[src/source/csr_pkg.sv]
package csr_pkg;

  localparam int CSR_ADDR_W = 14;
  localparam int XLEN = 32;

  // register addresses
  localparam logic [CSR_ADDR_W-1:0] CSR_CRMD   = 14'h000;
  localparam logic [CSR_ADDR_W-1:0] CSR_PRMD   = 14'h001;
  localparam logic [CSR_ADDR_W-1:0] CSR_ESTAT  = 14'h005;
  localparam logic [CSR_ADDR_W-1:0] CSR_ERA    = 14'h006;
  localparam logic [CSR_ADDR_W-1:0] CSR_EENTRY = 14'h00c;
  localparam logic [CSR_ADDR_W-1:0] CSR_SAVE0  = 14'h030;
  localparam logic [CSR_ADDR_W-1:0] CSR_SAVE1  = 14'h031;
  localparam logic [CSR_ADDR_W-1:0] CSR_SAVE2  = 14'h032;
  localparam logic [CSR_ADDR_W-1:0] CSR_SAVE3  = 14'h033;
  localparam logic [CSR_ADDR_W-1:0] CSR_TID    = 14'h040;
  localparam logic [CSR_ADDR_W-1:0] CSR_TCFG   = 14'h041;
  localparam logic [CSR_ADDR_W-1:0] CSR_TVAL   = 14'h042;
  localparam logic [CSR_ADDR_W-1:0] CSR_TICLR  = 14'h044;

  // counter read codes
  localparam logic [1:0] RDCNT_NONE  = 2'd0;
  localparam logic [1:0] RDCNT_ID    = 2'd1;
  localparam logic [1:0] RDCNT_VLOW  = 2'd2;
  localparam logic [1:0] RDCNT_VHIGH = 2'd3;

  localparam logic [XLEN-1:0] CRMD_RESET = 32'h0000_0008;
  // eentry is 64-byte aligned
  localparam int EENTRY_VA_LSB = 6;

  typedef struct packed {
    logic [22:0] rsvd;
    logic [1:0]  datm;
    logic [1:0]  datf;
    logic        pg;
    logic        da;
    logic        ie;
    logic [1:0]  plv;
  } crmd_t;

  typedef struct packed {
    logic [28:0] rsvd;
    logic        pie;
    logic [1:0]  pplv;
  } prmd_t;

  typedef struct packed {
    logic       rsvd31;
    logic [8:0] esubcode;
    logic [5:0] ecode;
    logic [3:0] rsvd15_12;
    logic       ti;
    logic       rsvd10;
    logic [7:0] hwi;
    logic [1:0] swi;
  } estat_t;

  typedef struct packed {
    logic [29:0] initval;
    logic        periodic;
    logic        en;
  } tcfg_t;

  typedef struct packed {
    logic [30:0] rsvd;
    logic        clr;
  } ticlr_t;

  // merged write word, read through the view of the target register
  typedef union packed {
    logic [XLEN-1:0] raw;
    crmd_t           crmd;
    prmd_t           prmd;
    estat_t          estat;
    tcfg_t           tcfg;
    ticlr_t          ticlr;
  } csr_wdata_u;

  typedef struct packed {
    logic       crmd;
    logic       prmd;
    logic       estat;
    logic       era;
    logic       eentry;
    logic [3:0] save;
    logic       tid;
    logic       tcfg;
    logic       tval;
    logic       ticlr;
  } csr_we_t;

  typedef struct packed {
    csr_we_t    we;
    csr_wdata_u data;
  } csr_wr_t;

  typedef struct packed {
    logic            excp;
    logic            ertn;
    logic [5:0]      ecode;
    logic [8:0]      esubcode;
    logic [XLEN-1:0] pc;
  } excp_t;

  typedef struct packed {
    crmd_t           crmd;
    prmd_t           prmd;
    estat_t          estat;
    logic [XLEN-1:0] era;
    logic [XLEN-1:0] eentry;
  } csr_state_t;

  typedef struct packed {
    tcfg_t           tcfg;
    logic [XLEN-1:0] tval;
    logic [63:0]     stable_cnt;
  } timer_state_t;

endpackage

[src/source/csr_write_port.sv]
module csr_write_port (
  input  logic                             clk,
  input  logic                             rst_n,
  input  logic                             csr_we_i,
  input  logic                             valid_i,
  input  logic                             commit_i,
  input  logic                             m2_stall_i,
  input  logic [csr_pkg::CSR_ADDR_W-1:0]   csr_w_addr_i,
  input  logic [csr_pkg::XLEN-1:0]         csr_w_mask_i,
  input  logic [csr_pkg::XLEN-1:0]         csr_w_data_i,
  input  logic [csr_pkg::XLEN-1:0]         csr_r_data_i,
  output csr_pkg::csr_wr_t                 wr_o
);

  logic wr_en;

  // only a committed, unstalled instruction may write
  assign wr_en = csr_we_i && valid_i && commit_i && !m2_stall_i;

  // masked bits come from the new data, the rest from the old value
  assign wr_o.data.raw = (csr_r_data_i & ~csr_w_mask_i) | (csr_w_data_i & csr_w_mask_i);

  always_comb begin
    wr_o.we = '0;
    if (wr_en) begin
      case (csr_w_addr_i)
        csr_pkg::CSR_CRMD:   wr_o.we.crmd = 1'b1;
        csr_pkg::CSR_PRMD:   wr_o.we.prmd = 1'b1;
        csr_pkg::CSR_ESTAT:  wr_o.we.estat = 1'b1;
        csr_pkg::CSR_ERA:    wr_o.we.era = 1'b1;
        csr_pkg::CSR_EENTRY: wr_o.we.eentry = 1'b1;
        csr_pkg::CSR_SAVE0:  wr_o.we.save[0] = 1'b1;
        csr_pkg::CSR_SAVE1:  wr_o.we.save[1] = 1'b1;
        csr_pkg::CSR_SAVE2:  wr_o.we.save[2] = 1'b1;
        csr_pkg::CSR_SAVE3:  wr_o.we.save[3] = 1'b1;
        csr_pkg::CSR_TID:    wr_o.we.tid = 1'b1;
        csr_pkg::CSR_TCFG:   wr_o.we.tcfg = 1'b1;
        csr_pkg::CSR_TVAL:   wr_o.we.tval = 1'b1;
        csr_pkg::CSR_TICLR:  wr_o.we.ticlr = 1'b1;
        default:             wr_o.we = '0;
      endcase
    end
  end

endmodule

[src/source/csr_trap_regs.sv]
module csr_trap_regs (
  input  logic                clk,
  input  logic                rst_n,
  input  csr_pkg::csr_wr_t    wr_i,
  input  csr_pkg::excp_t      excp_i,
  input  logic [7:0]          hw_int_i,
  input  logic                timer_int_i,
  output csr_pkg::csr_state_t state_o
);

  csr_pkg::crmd_t                     crmd_q;
  csr_pkg::prmd_t                     prmd_q;
  logic [1:0]                         swi_q;
  logic [7:0]                         hwi_q;
  logic [5:0]                         ecode_q;
  logic [8:0]                         esubcode_q;
  logic [csr_pkg::XLEN-1:0]           era_q;
  logic [csr_pkg::XLEN-1:csr_pkg::EENTRY_VA_LSB] eentry_q;

  // later assignments win, so a write beats excp and ertn on its own bits
  always_ff @(posedge clk) begin
    if (!rst_n) begin
      crmd_q     <= csr_pkg::CRMD_RESET;
      prmd_q     <= '0;
      swi_q      <= '0;
      hwi_q      <= '0;
      ecode_q    <= '0;
      esubcode_q <= '0;
      era_q      <= '0;
      eentry_q   <= '0;
    end else begin
      hwi_q <= hw_int_i;
      if (excp_i.excp) begin
        prmd_q.pplv <= crmd_q.plv;
        prmd_q.pie  <= crmd_q.ie;
        crmd_q.plv  <= 2'b00;
        crmd_q.ie   <= 1'b0;
        ecode_q     <= excp_i.ecode;
        esubcode_q  <= excp_i.esubcode;
        era_q       <= excp_i.pc;
      end
      if (excp_i.ertn) begin
        crmd_q.plv <= prmd_q.pplv;
        crmd_q.ie  <= prmd_q.pie;
      end
      if (wr_i.we.crmd) begin
        crmd_q[8:0] <= wr_i.data.crmd[8:0];
      end
      if (wr_i.we.prmd) begin
        prmd_q.pie  <= wr_i.data.prmd.pie;
        prmd_q.pplv <= wr_i.data.prmd.pplv;
      end
      if (wr_i.we.estat) begin
        swi_q <= wr_i.data.estat.swi;
      end
      if (wr_i.we.era) begin
        era_q <= wr_i.data.raw;
      end
      if (wr_i.we.eentry) begin
        eentry_q <= wr_i.data.raw[csr_pkg::XLEN-1:csr_pkg::EENTRY_VA_LSB];
      end
    end
  end

  always_comb begin
    state_o                = '0;
    state_o.crmd           = crmd_q;
    state_o.prmd           = prmd_q;
    state_o.estat.swi      = swi_q;
    state_o.estat.hwi      = hwi_q;
    // timer interrupt is a live level from the timer block
    state_o.estat.ti       = timer_int_i;
    state_o.estat.ecode    = ecode_q;
    state_o.estat.esubcode = esubcode_q;
    state_o.era            = era_q;
    state_o.eentry         = {eentry_q, {csr_pkg::EENTRY_VA_LSB{1'b0}}};
  end

endmodule

[src/source/csr_timer.sv]
module csr_timer (
  input  logic                  clk,
  input  logic                  rst_n,
  input  csr_pkg::csr_wr_t      wr_i,
  output csr_pkg::timer_state_t timer_o,
  output logic                  timer_int_o
);

  csr_pkg::tcfg_t           tcfg_q;
  logic [csr_pkg::XLEN-1:0] tval_q;
  logic                     timer_en_q;
  logic                     ti_q;
  logic [63:0]              stable_cnt_q;
  logic                     expire;
  logic                     ti_clr;

  // countdown reaches zero while armed, unless software reloads it now
  assign expire = timer_en_q && (tval_q == '0) && !wr_i.we.tcfg;
  assign ti_clr = wr_i.we.ticlr && wr_i.data.ticlr.clr;

  always_ff @(posedge clk) begin
    if (!rst_n) begin
      tcfg_q     <= '0;
      tval_q     <= '0;
      timer_en_q <= 1'b0;
      ti_q       <= 1'b0;
    end else begin
      if (wr_i.we.tcfg) begin
        tcfg_q     <= wr_i.data.tcfg;
        tval_q     <= {wr_i.data.tcfg.initval, 2'b00};
        timer_en_q <= wr_i.data.tcfg.en;
      end else if (timer_en_q) begin
        if (tval_q != '0) begin
          tval_q <= tval_q - 1'b1;
        end else begin
          // one-shot parks at all ones
          tval_q     <= tcfg_q.periodic ? {tcfg_q.initval, 2'b00} : '1;
          timer_en_q <= tcfg_q.periodic;
        end
      end
      // clear wins over a simultaneous expiry
      if (ti_clr) begin
        ti_q <= 1'b0;
      end else if (expire) begin
        ti_q <= 1'b1;
      end
    end
  end

  // free-running stable counter
  always_ff @(posedge clk) begin
    if (!rst_n) begin
      stable_cnt_q <= '0;
    end else begin
      stable_cnt_q <= stable_cnt_q + 64'd1;
    end
  end

  assign timer_o.tcfg       = tcfg_q;
  assign timer_o.tval       = tval_q;
  assign timer_o.stable_cnt = stable_cnt_q;
  assign timer_int_o        = ti_q;

endmodule

[src/source/csr_save_regs.sv]
module csr_save_regs (
  input  logic                           clk,
  input  logic                           rst_n,
  input  csr_pkg::csr_wr_t               wr_i,
  output logic [3:0][csr_pkg::XLEN-1:0]  save_o,
  output logic [csr_pkg::XLEN-1:0]       tid_o
);

  logic [3:0][csr_pkg::XLEN-1:0] save_q;
  logic [csr_pkg::XLEN-1:0]      tid_q;

  always_ff @(posedge clk) begin
    if (!rst_n) begin
      save_q <= '0;
      tid_q  <= '0;
    end else begin
      for (int i = 0; i < 4; i++) begin
        if (wr_i.we.save[i]) begin
          save_q[i] <= wr_i.data.raw;
        end
      end
      if (wr_i.we.tid) begin
        tid_q <= wr_i.data.raw;
      end
    end
  end

  assign save_o = save_q;
  assign tid_o  = tid_q;

endmodule

[src/source/csr_read_mux.sv]
module csr_read_mux (
  input  logic                           clk,
  input  logic                           rst_n,
  input  logic                           m2_stall_i,
  input  logic [csr_pkg::CSR_ADDR_W-1:0] csr_r_addr_i,
  input  logic [1:0]                     rdcnt_i,
  input  csr_pkg::csr_state_t            state_i,
  input  csr_pkg::timer_state_t          timer_i,
  input  logic [3:0][csr_pkg::XLEN-1:0]  save_i,
  input  logic [csr_pkg::XLEN-1:0]       tid_i,
  output logic [csr_pkg::XLEN-1:0]       csr_r_data_o
);

  logic [csr_pkg::XLEN-1:0] rd_sel;

  always_comb begin
    case (rdcnt_i)
      csr_pkg::RDCNT_ID:    rd_sel = tid_i;
      csr_pkg::RDCNT_VLOW:  rd_sel = timer_i.stable_cnt[31:0];
      csr_pkg::RDCNT_VHIGH: rd_sel = timer_i.stable_cnt[63:32];
      default: begin
        // full 14-bit compare, ticlr and unknown addresses read zero
        case (csr_r_addr_i)
          csr_pkg::CSR_CRMD:   rd_sel = state_i.crmd;
          csr_pkg::CSR_PRMD:   rd_sel = state_i.prmd;
          csr_pkg::CSR_ESTAT:  rd_sel = state_i.estat;
          csr_pkg::CSR_ERA:    rd_sel = state_i.era;
          csr_pkg::CSR_EENTRY: rd_sel = state_i.eentry;
          csr_pkg::CSR_SAVE0:  rd_sel = save_i[0];
          csr_pkg::CSR_SAVE1:  rd_sel = save_i[1];
          csr_pkg::CSR_SAVE2:  rd_sel = save_i[2];
          csr_pkg::CSR_SAVE3:  rd_sel = save_i[3];
          csr_pkg::CSR_TID:    rd_sel = tid_i;
          csr_pkg::CSR_TCFG:   rd_sel = timer_i.tcfg;
          csr_pkg::CSR_TVAL:   rd_sel = timer_i.tval;
          default:             rd_sel = '0;
        endcase
      end
    endcase
  end

  // holds during a stall
  always_ff @(posedge clk) begin
    if (!rst_n) begin
      csr_r_data_o <= '0;
    end else if (!m2_stall_i) begin
      csr_r_data_o <= rd_sel;
    end
  end

endmodule

[src/source/csr_top.sv]
module csr_top (
  input  logic                           clk,
  input  logic                           rst_n,
  input  logic                           csr_we_i,
  input  logic                           valid_i,
  input  logic                           commit_i,
  input  logic                           m2_stall_i,
  input  logic [csr_pkg::CSR_ADDR_W-1:0] csr_w_addr_i,
  input  logic [csr_pkg::XLEN-1:0]       csr_w_mask_i,
  input  logic [csr_pkg::XLEN-1:0]       csr_w_data_i,
  input  logic [csr_pkg::CSR_ADDR_W-1:0] csr_r_addr_i,
  input  logic [1:0]                     rdcnt_i,
  input  csr_pkg::excp_t                 excp_i,
  input  logic [7:0]                     hw_int_i,
  output logic [csr_pkg::XLEN-1:0]       csr_r_data_o,
  output csr_pkg::csr_state_t            csr_state_o
);

  csr_pkg::csr_wr_t              wr;
  csr_pkg::timer_state_t         timer;
  logic                          timer_int;
  logic [3:0][csr_pkg::XLEN-1:0] save;
  logic [csr_pkg::XLEN-1:0]      tid;

  // merge uses the read issued for the same CSR one cycle earlier
  csr_write_port csr_write_port_i (
    .clk          (clk),
    .rst_n        (rst_n),
    .csr_we_i     (csr_we_i),
    .valid_i      (valid_i),
    .commit_i     (commit_i),
    .m2_stall_i   (m2_stall_i),
    .csr_w_addr_i (csr_w_addr_i),
    .csr_w_mask_i (csr_w_mask_i),
    .csr_w_data_i (csr_w_data_i),
    .csr_r_data_i (csr_r_data_o),
    .wr_o         (wr)
  );

  csr_trap_regs csr_trap_regs_i (
    .clk         (clk),
    .rst_n       (rst_n),
    .wr_i        (wr),
    .excp_i      (excp_i),
    .hw_int_i    (hw_int_i),
    .timer_int_i (timer_int),
    .state_o     (csr_state_o)
  );

  csr_timer csr_timer_i (
    .clk         (clk),
    .rst_n       (rst_n),
    .wr_i        (wr),
    .timer_o     (timer),
    .timer_int_o (timer_int)
  );

  csr_save_regs csr_save_regs_i (
    .clk    (clk),
    .rst_n  (rst_n),
    .wr_i   (wr),
    .save_o (save),
    .tid_o  (tid)
  );

  csr_read_mux csr_read_mux_i (
    .clk          (clk),
    .rst_n        (rst_n),
    .m2_stall_i   (m2_stall_i),
    .csr_r_addr_i (csr_r_addr_i),
    .rdcnt_i      (rdcnt_i),
    .state_i      (csr_state_o),
    .timer_i      (timer),
    .save_i       (save),
    .tid_i        (tid),
    .csr_r_data_o (csr_r_data_o)
  );

endmodule

[config.mk]
export PLATFORM = sky130hd
export DESIGN_NAME = csr_top
export DESIGN_NICKNAME = d
export VERILOG_FILES = /design/src/source/csr_pkg.sv /design/src/source/csr_write_port.sv /design/src/source/csr_trap_regs.sv /design/src/source/csr_timer.sv /design/src/source/csr_save_regs.sv /design/src/source/csr_read_mux.sv /design/src/source/csr_top.sv
export SDC_FILE = /design/constraint.sdc
export NUM_CORES = 1
export LEC_CHECK = 0
export BUFFER_PORTS_ARGS = -buffer_cell sky130_fd_sc_hd__buf_2
export CAP_MARGIN = 10
export CORE_ASPECT_RATIO = 0.5
export CORE_MARGIN = 1
export CORE_UTILIZATION = 57
export CTS_BUF_LIST = sky130_fd_sc_hd__clkbuf_8 sky130_fd_sc_hd__clkbuf_16
export DETAILED_ROUTE_END_ITERATION = 8
export PLACE_DENSITY = 0.79
export SYNTH_ARGS = -nofsm -noshare
export SYNTH_HDL_FRONTEND = slang
export SYNTH_SLANG_ARGS = --single-unit
[constraint.sdc]
create_clock -name clk -period 6.4 [get_ports clk]
set_input_delay 0.32 -clock clk [delete_from_list [all_inputs] [get_ports clk]]
set_output_delay 0.32 -clock clk [all_outputs]
set_load 0.03 [all_outputs]
# After elaboration in Yosys (flattened, before gate mapping)

Cells that the tools add are included.

Register bits: 417
Bits of input ports: 157
Output and inout port bits: 192

Add/sub/neg operators: 2
Eq/ne operators: 26
Muxes and demuxes: 30
Bitwise gates (word level): 5
Reduce and logical (&&, ||, !) cells: 18

Operator list:

| cell                                                | number |
|---|---|
| case mux 32 bit (12 select lines)                   | 1 |
| two-way mux 32 bit                                  | 6 |
| == test 14 x 6 -> 1 bit (second input constant)     | 8 |
| == test 14 x 7 -> 1 bit (second input constant)     | 7 |
| case mux 32 bit (3 select lines)                    | 1 |
| adder 64 x 1 -> 64 bit (second input constant)      | 1 |
| bitwise AND 32 bit                                  | 2 |
| == test 14 x 3 -> 1 bit (second input constant)     | 4 |
| zero test 32 bit                                    | 1 |
| inverter 32 bit                                     | 1 |
| bitwise OR 32 bit                                   | 1 |
| nonzero test 32 bit                                 | 1 |
| subtractor 32 x 1 -> 32 bit (second input constant) | 1 |
| == test 14 x 1 -> 1 bit (second input constant)     | 2 |
| == test 14 x 4 -> 1 bit (second input constant)     | 2 |
| zero test 14 bit                                    | 2 |
| two-way mux 1 bit                                   | 16 |
| two-way mux 3 bit                                   | 5 |
| two-way mux 13 bit                                  | 1 |
| logical AND 1 bit                                   | 6 |
| nonzero test 2 bit                                  | 3 |
| == test 2 bit (second input constant)               | 2 |
| OR reduction 2 bit                                  | 2 |
| nonzero test 3 bit                                  | 1 |
| other kinds (3)                                     | 4 |

# Logic depth before layout (Yosys ltp)

Gate-level depths: netlist of the first run.

Depth after elaboration: 6
Mapped depth: 10

# Modules after synthesis

A second synthesis of the first run with hierarchy kept.

Cell total of the unflattened synthesis: 2452
Area total of the unflattened synthesis: 22818.1 µm²

By module, submodules not included:

| module         | times used | cells an instance | area an instance (µm²) |
|---|---|---|---|
| csr_timer      | 1          | 808               | 6764.0 |
| csr_save_regs  | 1          | 517               | 6173.4 |
| csr_read_mux   | 1          | 649               | 5076.1 |
| csr_trap_regs  | 1          | 412               | 4207.8 |
| csr_write_port | 1          | 66                | 596.8 |

# Least setup slack after synthesis of the first run

Ideal clock, no wire load.

Path kind: register to register
Start point: reg csr_timer_i.tval_q[4] in the netlist's numbering
End point: reg csr_timer_i.tval_q[11] in the netlist's numbering
Arrival: 2.503 ns
Required time: 6.276 ns
Path slack: 3.773 ns
Cell stages (with the launch flop): 10
Path buffers: 3
Period minus slack after synthesis: 2.627 ns
Cell sequence: dfxtp_1 -> buf_6 -> or4_4 -> or3_1 -> buf_6 -> or4_4 -> buf_6 -> or3_1 -> o21ai_1 -> o21ai_1

Cells in the longest elaborated chain, start to end: 4
Elaborated cells on any way between the ends: 5
Those cells by class: 1 x add/sub; 3 x mux; 1 x reduce/logical

RTL lines:

| item                                                                      | line                             | source |
|---|---|---|
| from (decl)                                                               | csr_timer.sv:10                  | `logic [csr_pkg::XLEN-1:0] tval_q;` |
| from (signal assigned)                                                    | csr_timer.sv:30                  | `tval_q <= {wr_i.data.tcfg.initval, 2'b00};` |
| from (signal assigned)                                                    | csr_timer.sv:34                  | `tval_q <= tval_q - 1'b1;` |
| from (signal assigned)                                                    | csr_timer.sv:37                  | `tval_q <= tcfg_q.periodic ? {tcfg_q.initval, 2'b00} : '1;` |
| subtractor 32 x 1 -> 32 bit / nonzero test 32 bit (equally long branches) | csr_timer.sv:34, csr_timer.sv:33 |  |
| two-way mux 32 bit *                                                      | csr_timer.sv:33                  | `if (tval_q != '0) begin` |
| two-way mux 32 bit *                                                      | csr_timer.sv:32                  | `end else if (timer_en_q) begin` |
| two-way mux 32 bit *                                                      | csr_timer.sv:28                  | `if (wr_i.we.tcfg) begin` |

Mark *: on every way between the ends. The rest lies on a longest branch, timed or not. The select of a mux whose other input is x is not followed.
A chain may end at the register's enable or synchronous reset.

# Worst setup path after layout of the first run

Start point: reg csr_timer_i.tval_q[8] in the netlist's numbering
End point: reg csr_timer_i.tval_q[12] in the netlist's numbering

Same word-level chain as after synthesis.

==> run_results.csv, run 1 <==
group,metric,value,unit
status,status,"finished, final reports clean",
power_and_ir_drop,powerDensity,242,nW/um^2
drt,vias,20200,
setup_path,critPathCaptureType,"register",
cells_and_area,drive_above_1_share,18.2,%
floorplanning,boundaryPins,349,
cells_and_area,mostFrequentLayoutCell,"dfxtp_1",
clock_tree,cts.hold.buffers_added,8,
logic_synthesis,synth_edf_count,0,
drt,drt_first_pass_iters,8,
setup_path,critPathTopFamily,"simple AND/OR/NAND/NOR gates",
global_route,grt_pass1_vias,17900,
power_and_ir_drop,power_frac_comb,8.6,%
power_and_ir_drop,p_seq_share,46.7,%
setup_path,cp_slowest_cell,"or4_4",
placement,portBuffers,284,
setup_path,path_cells,"nor4_2 > nand3_1 > or4_4 > or3_1 > o211ai_1 > a31oi_1",
power_and_ir_drop,leakagePower,8.59,nW
setup_path,path_max_fanout,32,
setup_path,crit_buf_inv,0,
sta,hold_viol,0,
logic_synthesis,synth_cell_types,78,
logic_synthesis,ys_seq_area_share,40.3,%
sta,finalSetupViolCount,0,
power_and_ir_drop,p_sw_share,25.2,%
sta,fin_crit,3240,ps
floorplanning,die_y,137,um
drt,routed_wirelength,72200,um
drt,vias_per_cell,6.56,
floorplanning,rows,48,
sta,slew_viol_final,0,
sta,finalClockSkew,30.8,ps
cells_and_area,nNetsFinal,2738,
global_route,grt_use_total,37.7,%
setup_path,start_kind,"register",
drt,ant_nets,0,
setup_path,max_stage_delay,880,ps
clock_tree,postCtsSetupBuffers,0,
logic_synthesis,ys_ff_latch,417,
global_route,grt-ovfl-total,0,
drt,first_iter_violations,2648,
sta,min_period_over_period,50.6,%
logic_synthesis,syn_inst,2413,
placement,hpwl,49900,um
logic_synthesis,yosysTopAreaCellShare,40.3,%
logic_synthesis,async_reset_ff_share,0,%
floorplanning,core,35100,um^2
clock_tree,root_buffer,"clkbuf_16",
clock_tree,clock_sinks,417,
power_and_ir_drop,p_int,4.26,mW
logic_synthesis,synth_area_leader_cell,"dfxtp_1",
drt,wl_per_cell,23.4,um
logic_synthesis,synth_area,20700,um^2
logic_synthesis,avgSynthCellArea,8.58,um^2
setup_path,critPathKind,"reg -> reg",
sta,setup_tns,0,ps
min_path,hp-class,"in -> reg",
cells_and_area,fill_cells,2895,
sta,worst-slew-pin-transition,1290,ps
global_route,antenna_found_initial,1,
drt,drc,0,
logic_synthesis,yosys_warnings,0,
floorplanning,die-width,272,um
clock_tree,clk_latency,560,ps
placement,place.gp.congestion,0.974,
floorplanning,start_util,58.9,%
power_and_ir_drop,p_clk_share,44.7,%
global_route,grt_pass1_wl,108000,um
setup_path,cp.required,6820,ps
logic_synthesis,ys.flop_type,"dfxtp_1",
logic_synthesis,yosys-top-cells-area,"dfxtp_1 40%, a211oi_1 11%, nor2_1 6.9%, mux2i_1 3.7%, clkbuf_1 3.0%",
clock_tree,cts_resized,0,
sta,fmax,309,MHz
floorplanning,die_area,37100,um^2
cells_and_area,area_delta_synth_final,13.6,%
clock_tree,clk_pin_slew,70,ps
flow_run,drv_cap,0,
global_route,grt_max_degree,196,
clock_tree,clk_path_buf_depth,3,
clock_tree,h-tree-depth,2,
power_and_ir_drop,p_switching,1.43,mW
cells_and_area,final_cell_mix,"417 x dfxtp_1, 379 x nor2_1, 291 x a211oi_1, 283 x buf_2, 122 x nand2_1",
sta,relSlewSlack,11.8,%
clock_tree,cts_tree,"built",
cells_and_area,fin_util,67.0,%
power_and_ir_drop,max-vdd-ir-drop,0.183,mV
clock_tree,cts_made_buffers,38,
setup_path,cp.arrival,3660,ps
sta,rsz0062_at_grt,"no",
[cell type report]
class / instances / area [um^2] / share of cell area [%]
Clock buffer: 53 / 1190 / 5.06
Inverter: 17 / 71.3 / 0.303
Clock inverter: 15 / 199 / 0.846
Timing Repair Buffer: 337 / 1850 / 7.88
Sequential cell: 417 / 8350 / 35.5
Antenna cell: 1 / 2.50 / 0.0106
Multi-Input combinational cell: 1767 / 11300 / 47.9
Tap cell: 475 / 594 / 2.53
[cell families after synthesis]
group / Yosys count / synth area share [%]
AOI/OAI and AO/OA: 696 / 24.8
and+or+nand+nor: 813 / 18.9
buffers and inverters: 292 / 6.79
other: 1 / 0.0181
xor gates and xnor gates: 75 / 3.17
adders and majority gates: 3 / 0.181
muxes: 116 / 5.84
DFF: 417 / 40.3
[per-stage QoR]
stage / setup WS, ps / hold slack [ps] / total power [mW] / instances / area [um^2]
2_1_floorplan: 3770 / 439 / 3.03 / 2476 / 20900
3_3_place_gp: 3150 / 464 / 3.18 / 3005 / 22100
3_5_place_dp: 3100 / 475 / 3.19 / 3005 / 22100
4_1_cts: 3250 / 7.13 / 5.68 / 3081 / 23500
5_1_grt: 2980 / 12.4 / 5.83 / 3081 / 23500
6_report: 3160 / 17.7 / 5.69 / 3082 / 23500
[state kept, by name, summed over array words and instances (netlist names), 2 cells and up]
register                     count
csr_read_mux_i.csr_r_data_o     32
csr_save_regs_i.save_o         128
csr_save_regs_i.tid_o           32
csr_timer_i.stable_cnt_q        64
csr_timer_i.timer_o             32
csr_timer_i.tval_q              32
csr_trap_regs_i.ecode_q          6
csr_trap_regs_i.eentry_q        26
csr_trap_regs_i.era_q           32
csr_trap_regs_i.esubcode_q       9
csr_trap_regs_i.hwi_q            8
csr_trap_regs_i.state_o         12
csr_trap_regs_i.swi_q            2
[cells in the mapped netlist, types with 8 or more instances]
cell type  instances
o31ai_1            8
o22ai_1            8
xor2_1            27
a22o_1            22
o2bb2ai_1         16
and3_1            29
nand2_1          122
buf_4             67
o221ai_1          33
nor2b_1           37
nor4_1            39
or3_1             26
clkbuf_1         163
mux2i_1           77
nand4_1           20
buf_1             19
xnor2_1           48
nor2_1           380
o211ai_1           8
inv_1             16
a31oi_1           28
mux2_2            39
a221oi_1          18
a222oi_1          12
or4_1              9
a21oi_1           54
a221o_1           31
nor3b_1            8
buf_2             22
and4_1             8
nor3_1            25
dfxtp_1          417
o21ai_0           66
nand3_1           47
a22oi_1           49
o21ai_1           15
and2_1            20
a211oi_1         291
[power groups by stage]
| stage | combinational (mW) | sequential [mW] | clock, mW |
|---|---|---|---|
| final | 0.492 | 2.66 | 2.55 |
| after global routing | 0.514 | 2.66 | 2.66 |
| after CTS | 0.479 | 2.66 | 2.55 |
| after detailed placement | 0.473 | 2.71 | 0 |
| after global placement | 0.469 | 2.71 | 0 |
| after floorplan | 0.281 | 2.75 | 0 |
[path summary, 6_finish.rpt]
kind,slack [ps],endpoint,depth (start not counted),start
worst max-delay path,3160,csr_timer_i.tval_q[12]$_SDFFE_PN0P_,6,csr_timer_i.tval_q[8]$_SDFFE_PN0P_
worst min-delay path,20,csr_trap_regs_i.esubcode_q[3]$_SDFFE_PN0P_,3,excp_i[35]
worst max register to register,3160,csr_timer_i.tval_q[12]$_SDFFE_PN0P_,6,csr_timer_i.tval_q[8]$_SDFFE_PN0P_
worst min register to register,490,csr_timer_i.timer_o[105]$_SDFFE_PN0P_,2,csr_timer_i.timer_o[105]$_SDFFE_PN0P_
[metal layers]
metal / wire [um] / track usage, %
met5: 0 / 0
met1: 29500 / 51.0
met2: 30200 / 55.5
met4: 2850 / 15.4
met3: 9560 / 11.8
[tightest hold or removal path, cell delays in order]
cell and delay, ps:
buf_2 70, mux2i_1 50, nor2_1 70
(Power assumes the default switching activity.)
==> run 2, diff against run 1 <==
--- a/config.mk
+++ b/config.mk
@@ -5,6 +5,7 @@
 export SDC_FILE = /design/constraint.sdc
 export NUM_CORES = 1
 export LEC_CHECK = 0
+export ABC_AREA = 1
 export BUFFER_PORTS_ARGS = -buffer_cell sky130_fd_sc_hd__buf_2
 export CAP_MARGIN = 10
 export CORE_ASPECT_RATIO = 0.5
@@ -12,7 +13,7 @@
 export CORE_UTILIZATION = 57
 export CTS_BUF_LIST = sky130_fd_sc_hd__clkbuf_8 sky130_fd_sc_hd__clkbuf_16
 export DETAILED_ROUTE_END_ITERATION = 8
-export PLACE_DENSITY = 0.79
+export PLACE_DENSITY = 0.78
 export SYNTH_ARGS = -nofsm -noshare
 export SYNTH_HDL_FRONTEND = slang
 export SYNTH_SLANG_ARGS = --single-unit
==> constraint.sdc (replaced) <==
create_clock -name clk -period 3 [get_ports clk]
set_input_delay 0.15 -clock clk [delete_from_list [all_inputs] [get_ports clk]]
set_output_delay 0.15 -clock clk [all_outputs]
set_load 0.03 [all_outputs]
==> run_results.csv, run 2 <==
group,metric,value,unit
status,status,"finished, final reports clean",
power_and_ir_drop,leakagePower,11.4,nW
setup_path,cp.arrival,2820,ps
cells_and_area,fin_util,66.4,%
drt,wl_met1,35600,um
drt,routed_wirelength,89700,um
logic_synthesis,synth.area.mux_share,0.0886,%
logic_synthesis,yosys-top-cells-area,"dfxtp_1 37%, nand2_1 10%, nor2_1 7.8%, a21oi_1 7.6%, nand3_1 7.4%",
clock_tree,cts_resized,0,
global_route,grt_pass1_wl,132000,um
setup_path,start_kind,"register",
logic_synthesis,synth_cell_types,45,
sta,min_period_over_period,77.6,%
drt,wl_per_cell,20.8,um
floorplanning,core,39000,um^2
power_and_ir_drop,max-vdd-ir-drop,0.329,mV
global_route,grt_max_degree,168,
clock_tree,root_buffer,"clkbuf_16",
drt,first_iter_violations,3910,
drt,vias,25300,
floorplanning,boundaryPins,349,
logic_synthesis,yosys_warnings,0,
logic_synthesis,synth_area_leader_cell,"dfxtp_1",
logic_synthesis,yosysTopAreaCellShare,36.9,%
sta,hold-worst-slack,6.85,ps
drt,drt_first_pass_iters,9,
global_route,grt_pass1_vias,22100,
min_path,worst_hold_path.endpoint,"csr_trap_regs_i.era_q[17]$_SDFFE_PN0P_",
floorplanning,start_util,58.0,%
floorplanning,die_y,143,um
sta,fin_crit,2330,ps
logic_synthesis,synth-simple-area-share,29.6,%
power_and_ir_drop,powerDensity,478,nW/um^2
logic_synthesis,synthAdderAreaFrac,0.166,%
sta,hold_viol,0,
clock_tree,clk_pin_slew,70,ps
logic_synthesis,async_reset_ff_share,0,%
setup_path,reg2reg_to,"csr_timer_i.stable_cnt_q[50]$_SDFF_PN0_",
logic_synthesis,synth_area,22600,um^2
drt,wl_met2,38400,um
cells_and_area,mostFrequentLayoutCell,"nand2_1",
sta,rsz0062_at_grt,"no",
logic_synthesis,synth-compound-area-share,18.7,%
placement,portBuffers,284,
sta,relSlewSlack,43.7,%
logic_synthesis,ys_seq_area_share,36.9,%
setup_path,cp.required,3490,ps
sta,setup_tns,0,ps
clock_tree,cts_tree,"built",
logic_synthesis,ys.flop_type,"dfxtp_1",
drt,vias_per_cell,5.89,
setup_path,r2r_start,"csr_timer_i.stable_cnt_q[1]$_SDFF_PN0_",
clock_tree,clk_latency,550,ps
setup_path,path_max_fanout,5,
setup_path,reg2reg_depth,11,
clock_tree,h-tree-depth,2,
sta,finalSetupViolCount,0,
sta,slew_viol_final,0,
global_route,antenna_found_initial,4,
logic_synthesis,synth_xor_area_share,1.24,%
cells_and_area,largest_reg_flops,128,
logic_synthesis,synth_commonest_cells,"621 x nand2_1, 468 x nor2_1, 417 x dfxtp_1",
drt,top_layer,"met4",
floorplanning,die-width,284,um
sta,finalClockSkew,23.9,ps
power_and_ir_drop,finalPower,12.4,mW
cells_and_area,drive_above_1_share,12.4,%
placement,hpwl,64400,um
logic_synthesis,ys_ff_latch,417,
drt,ant_nets,0,
global_route,grt-ovfl-total,0,
setup_path,reg2reg_slack,670,ps
drt,drc,0,
floorplanning,rows,51,
sta,worst-slew-pin-transition,843,ps
cells_and_area,final_cell_mix,"621 x nand2_1, 461 x nor2_1, 421 x inv_1, 417 x dfxtp_1, 341 x a21oi_1",
clock_tree,clk_path_buf_depth,3,
global_route,grt_use_total,42.5,%
placement,place.gp.congestion,1.02,
clock_tree,cts_made_buffers,39,
cells_and_area,nNetsFinal,3906,
setup_path,critPathKind,"reg -> reg",
logic_synthesis,syn_inst,3502,
logic_synthesis,avgSynthCellArea,6.45,um^2
logic_synthesis,synth_most_common_cell,"nand2_1",
logic_synthesis,synth_edf_count,0,
min_path,hold_depth,5,
cells_and_area,area_delta_synth_final,14.6,%
sta,fmax,429,MHz
floorplanning,die_area,40500,um^2
min_path,hp-class,"in -> reg",
clock_tree,clock_sinks,417,
min_path,hold_start,"excp_i[17]",
flow_run,drv_cap,0,
drt,met3WireLength,12600,um
logic_synthesis,synth_top_family_by_area,"simple AND/OR/NAND/NOR gates",
setup_path,critPathCaptureType,"register",
==> run 2: cells by family after synthesis <==
family                   after synthesis
AO/OA/AOI/OAI                        804
multiplexers                           2
buffers and inverters                676
other                                  1
AND/OR/NAND/NOR                     1567
adder cells (fa/ha/maj)                3
flip-flops                           417
XOR/XNOR                              32
==> run 2: area by class of cell <==
class,count,area (um^2)
fillers,3635,13100
multi-input cells,2472,11500
flip-flops and latches,417,8350
repair buffers,391,2380
inverters,425,1600
clock buffers,47,1110
well taps,530,663
clock inverters,21,279
diodes,3,7.51
==> run 2: worst max-delay path by stage <==
stage                                           startpoint                                         to  slack, ps
floorplan           csr_timer_i.stable_cnt_q[0]$_SDFF_PN0_    csr_timer_i.stable_cnt_q[46]$_SDFF_PN0_       1310
global placement                                m2_stall_i  csr_trap_regs_i.state_o[128]$_SDFFE_PN0P_        540
finish              csr_timer_i.stable_cnt_q[1]$_SDFF_PN0_    csr_timer_i.stable_cnt_q[50]$_SDFF_PN0_        670
global route        csr_timer_i.stable_cnt_q[1]$_SDFF_PN0_    csr_timer_i.stable_cnt_q[40]$_SDFF_PN0_        360
detailed placement                              m2_stall_i  csr_trap_regs_i.state_o[128]$_SDFFE_PN0P_        530
CTS                 csr_timer_i.stable_cnt_q[1]$_SDFF_PN0_    csr_timer_i.stable_cnt_q[32]$_SDFF_PN0_        650
==> run 2: what timing repair did <==
action                    in CTS  in global routing
hold endpoints to repair      50                  0
setup buffers                  0                  0
hold buffers                  46                  0
==> run 2: stage by stage <==
| step | instance area (um^2) | setup WS (ps) | instances |
|---|---|---|---|
| 3_5_place_dp | 24000 | 531 | 4189 |
| 4_1_cts | 25900 | 653 | 4303 |
| 2_1_floorplan | 22800 | 1310 | 3565 |
| 3_3_place_gp | 24000 | 543 | 4189 |
| 5_1_grt | 25900 | 364 | 4303 |
| 6_report | 25900 | 671 | 4306 |
==> run 2: routing by layer <==
| metal | GRT usage (%) | up-vias |
|---|---|---|
| met5 | 0 | - |
| met4 | 14.4 | 0 |
| met3 | 12.0 | 222 |
| met2 | 64.8 | 1724 |
| met1 | 57.7 | 11600 |
| li1 | - | 11800 |
==> run 2: where the power goes <==
part | internal (mW) | switching [mW]
sequential | 5.60 | 0.0785
combinational | 0.296 | 0.849
clock | 3.23 | 2.32
total | 9.13 | 3.25
==> run 2: critical path, stage by stage, from the launching register on <==
cell     delay, ps
dfxtp_1        400
ha_1           190
nand2_1         90
nor2_1         230
nand3_1        260
nor2_2         230
nand2_1        210
inv_2          120
nand2_1        150
nor3_1         160
o21ai_0         90
nor2_1         130
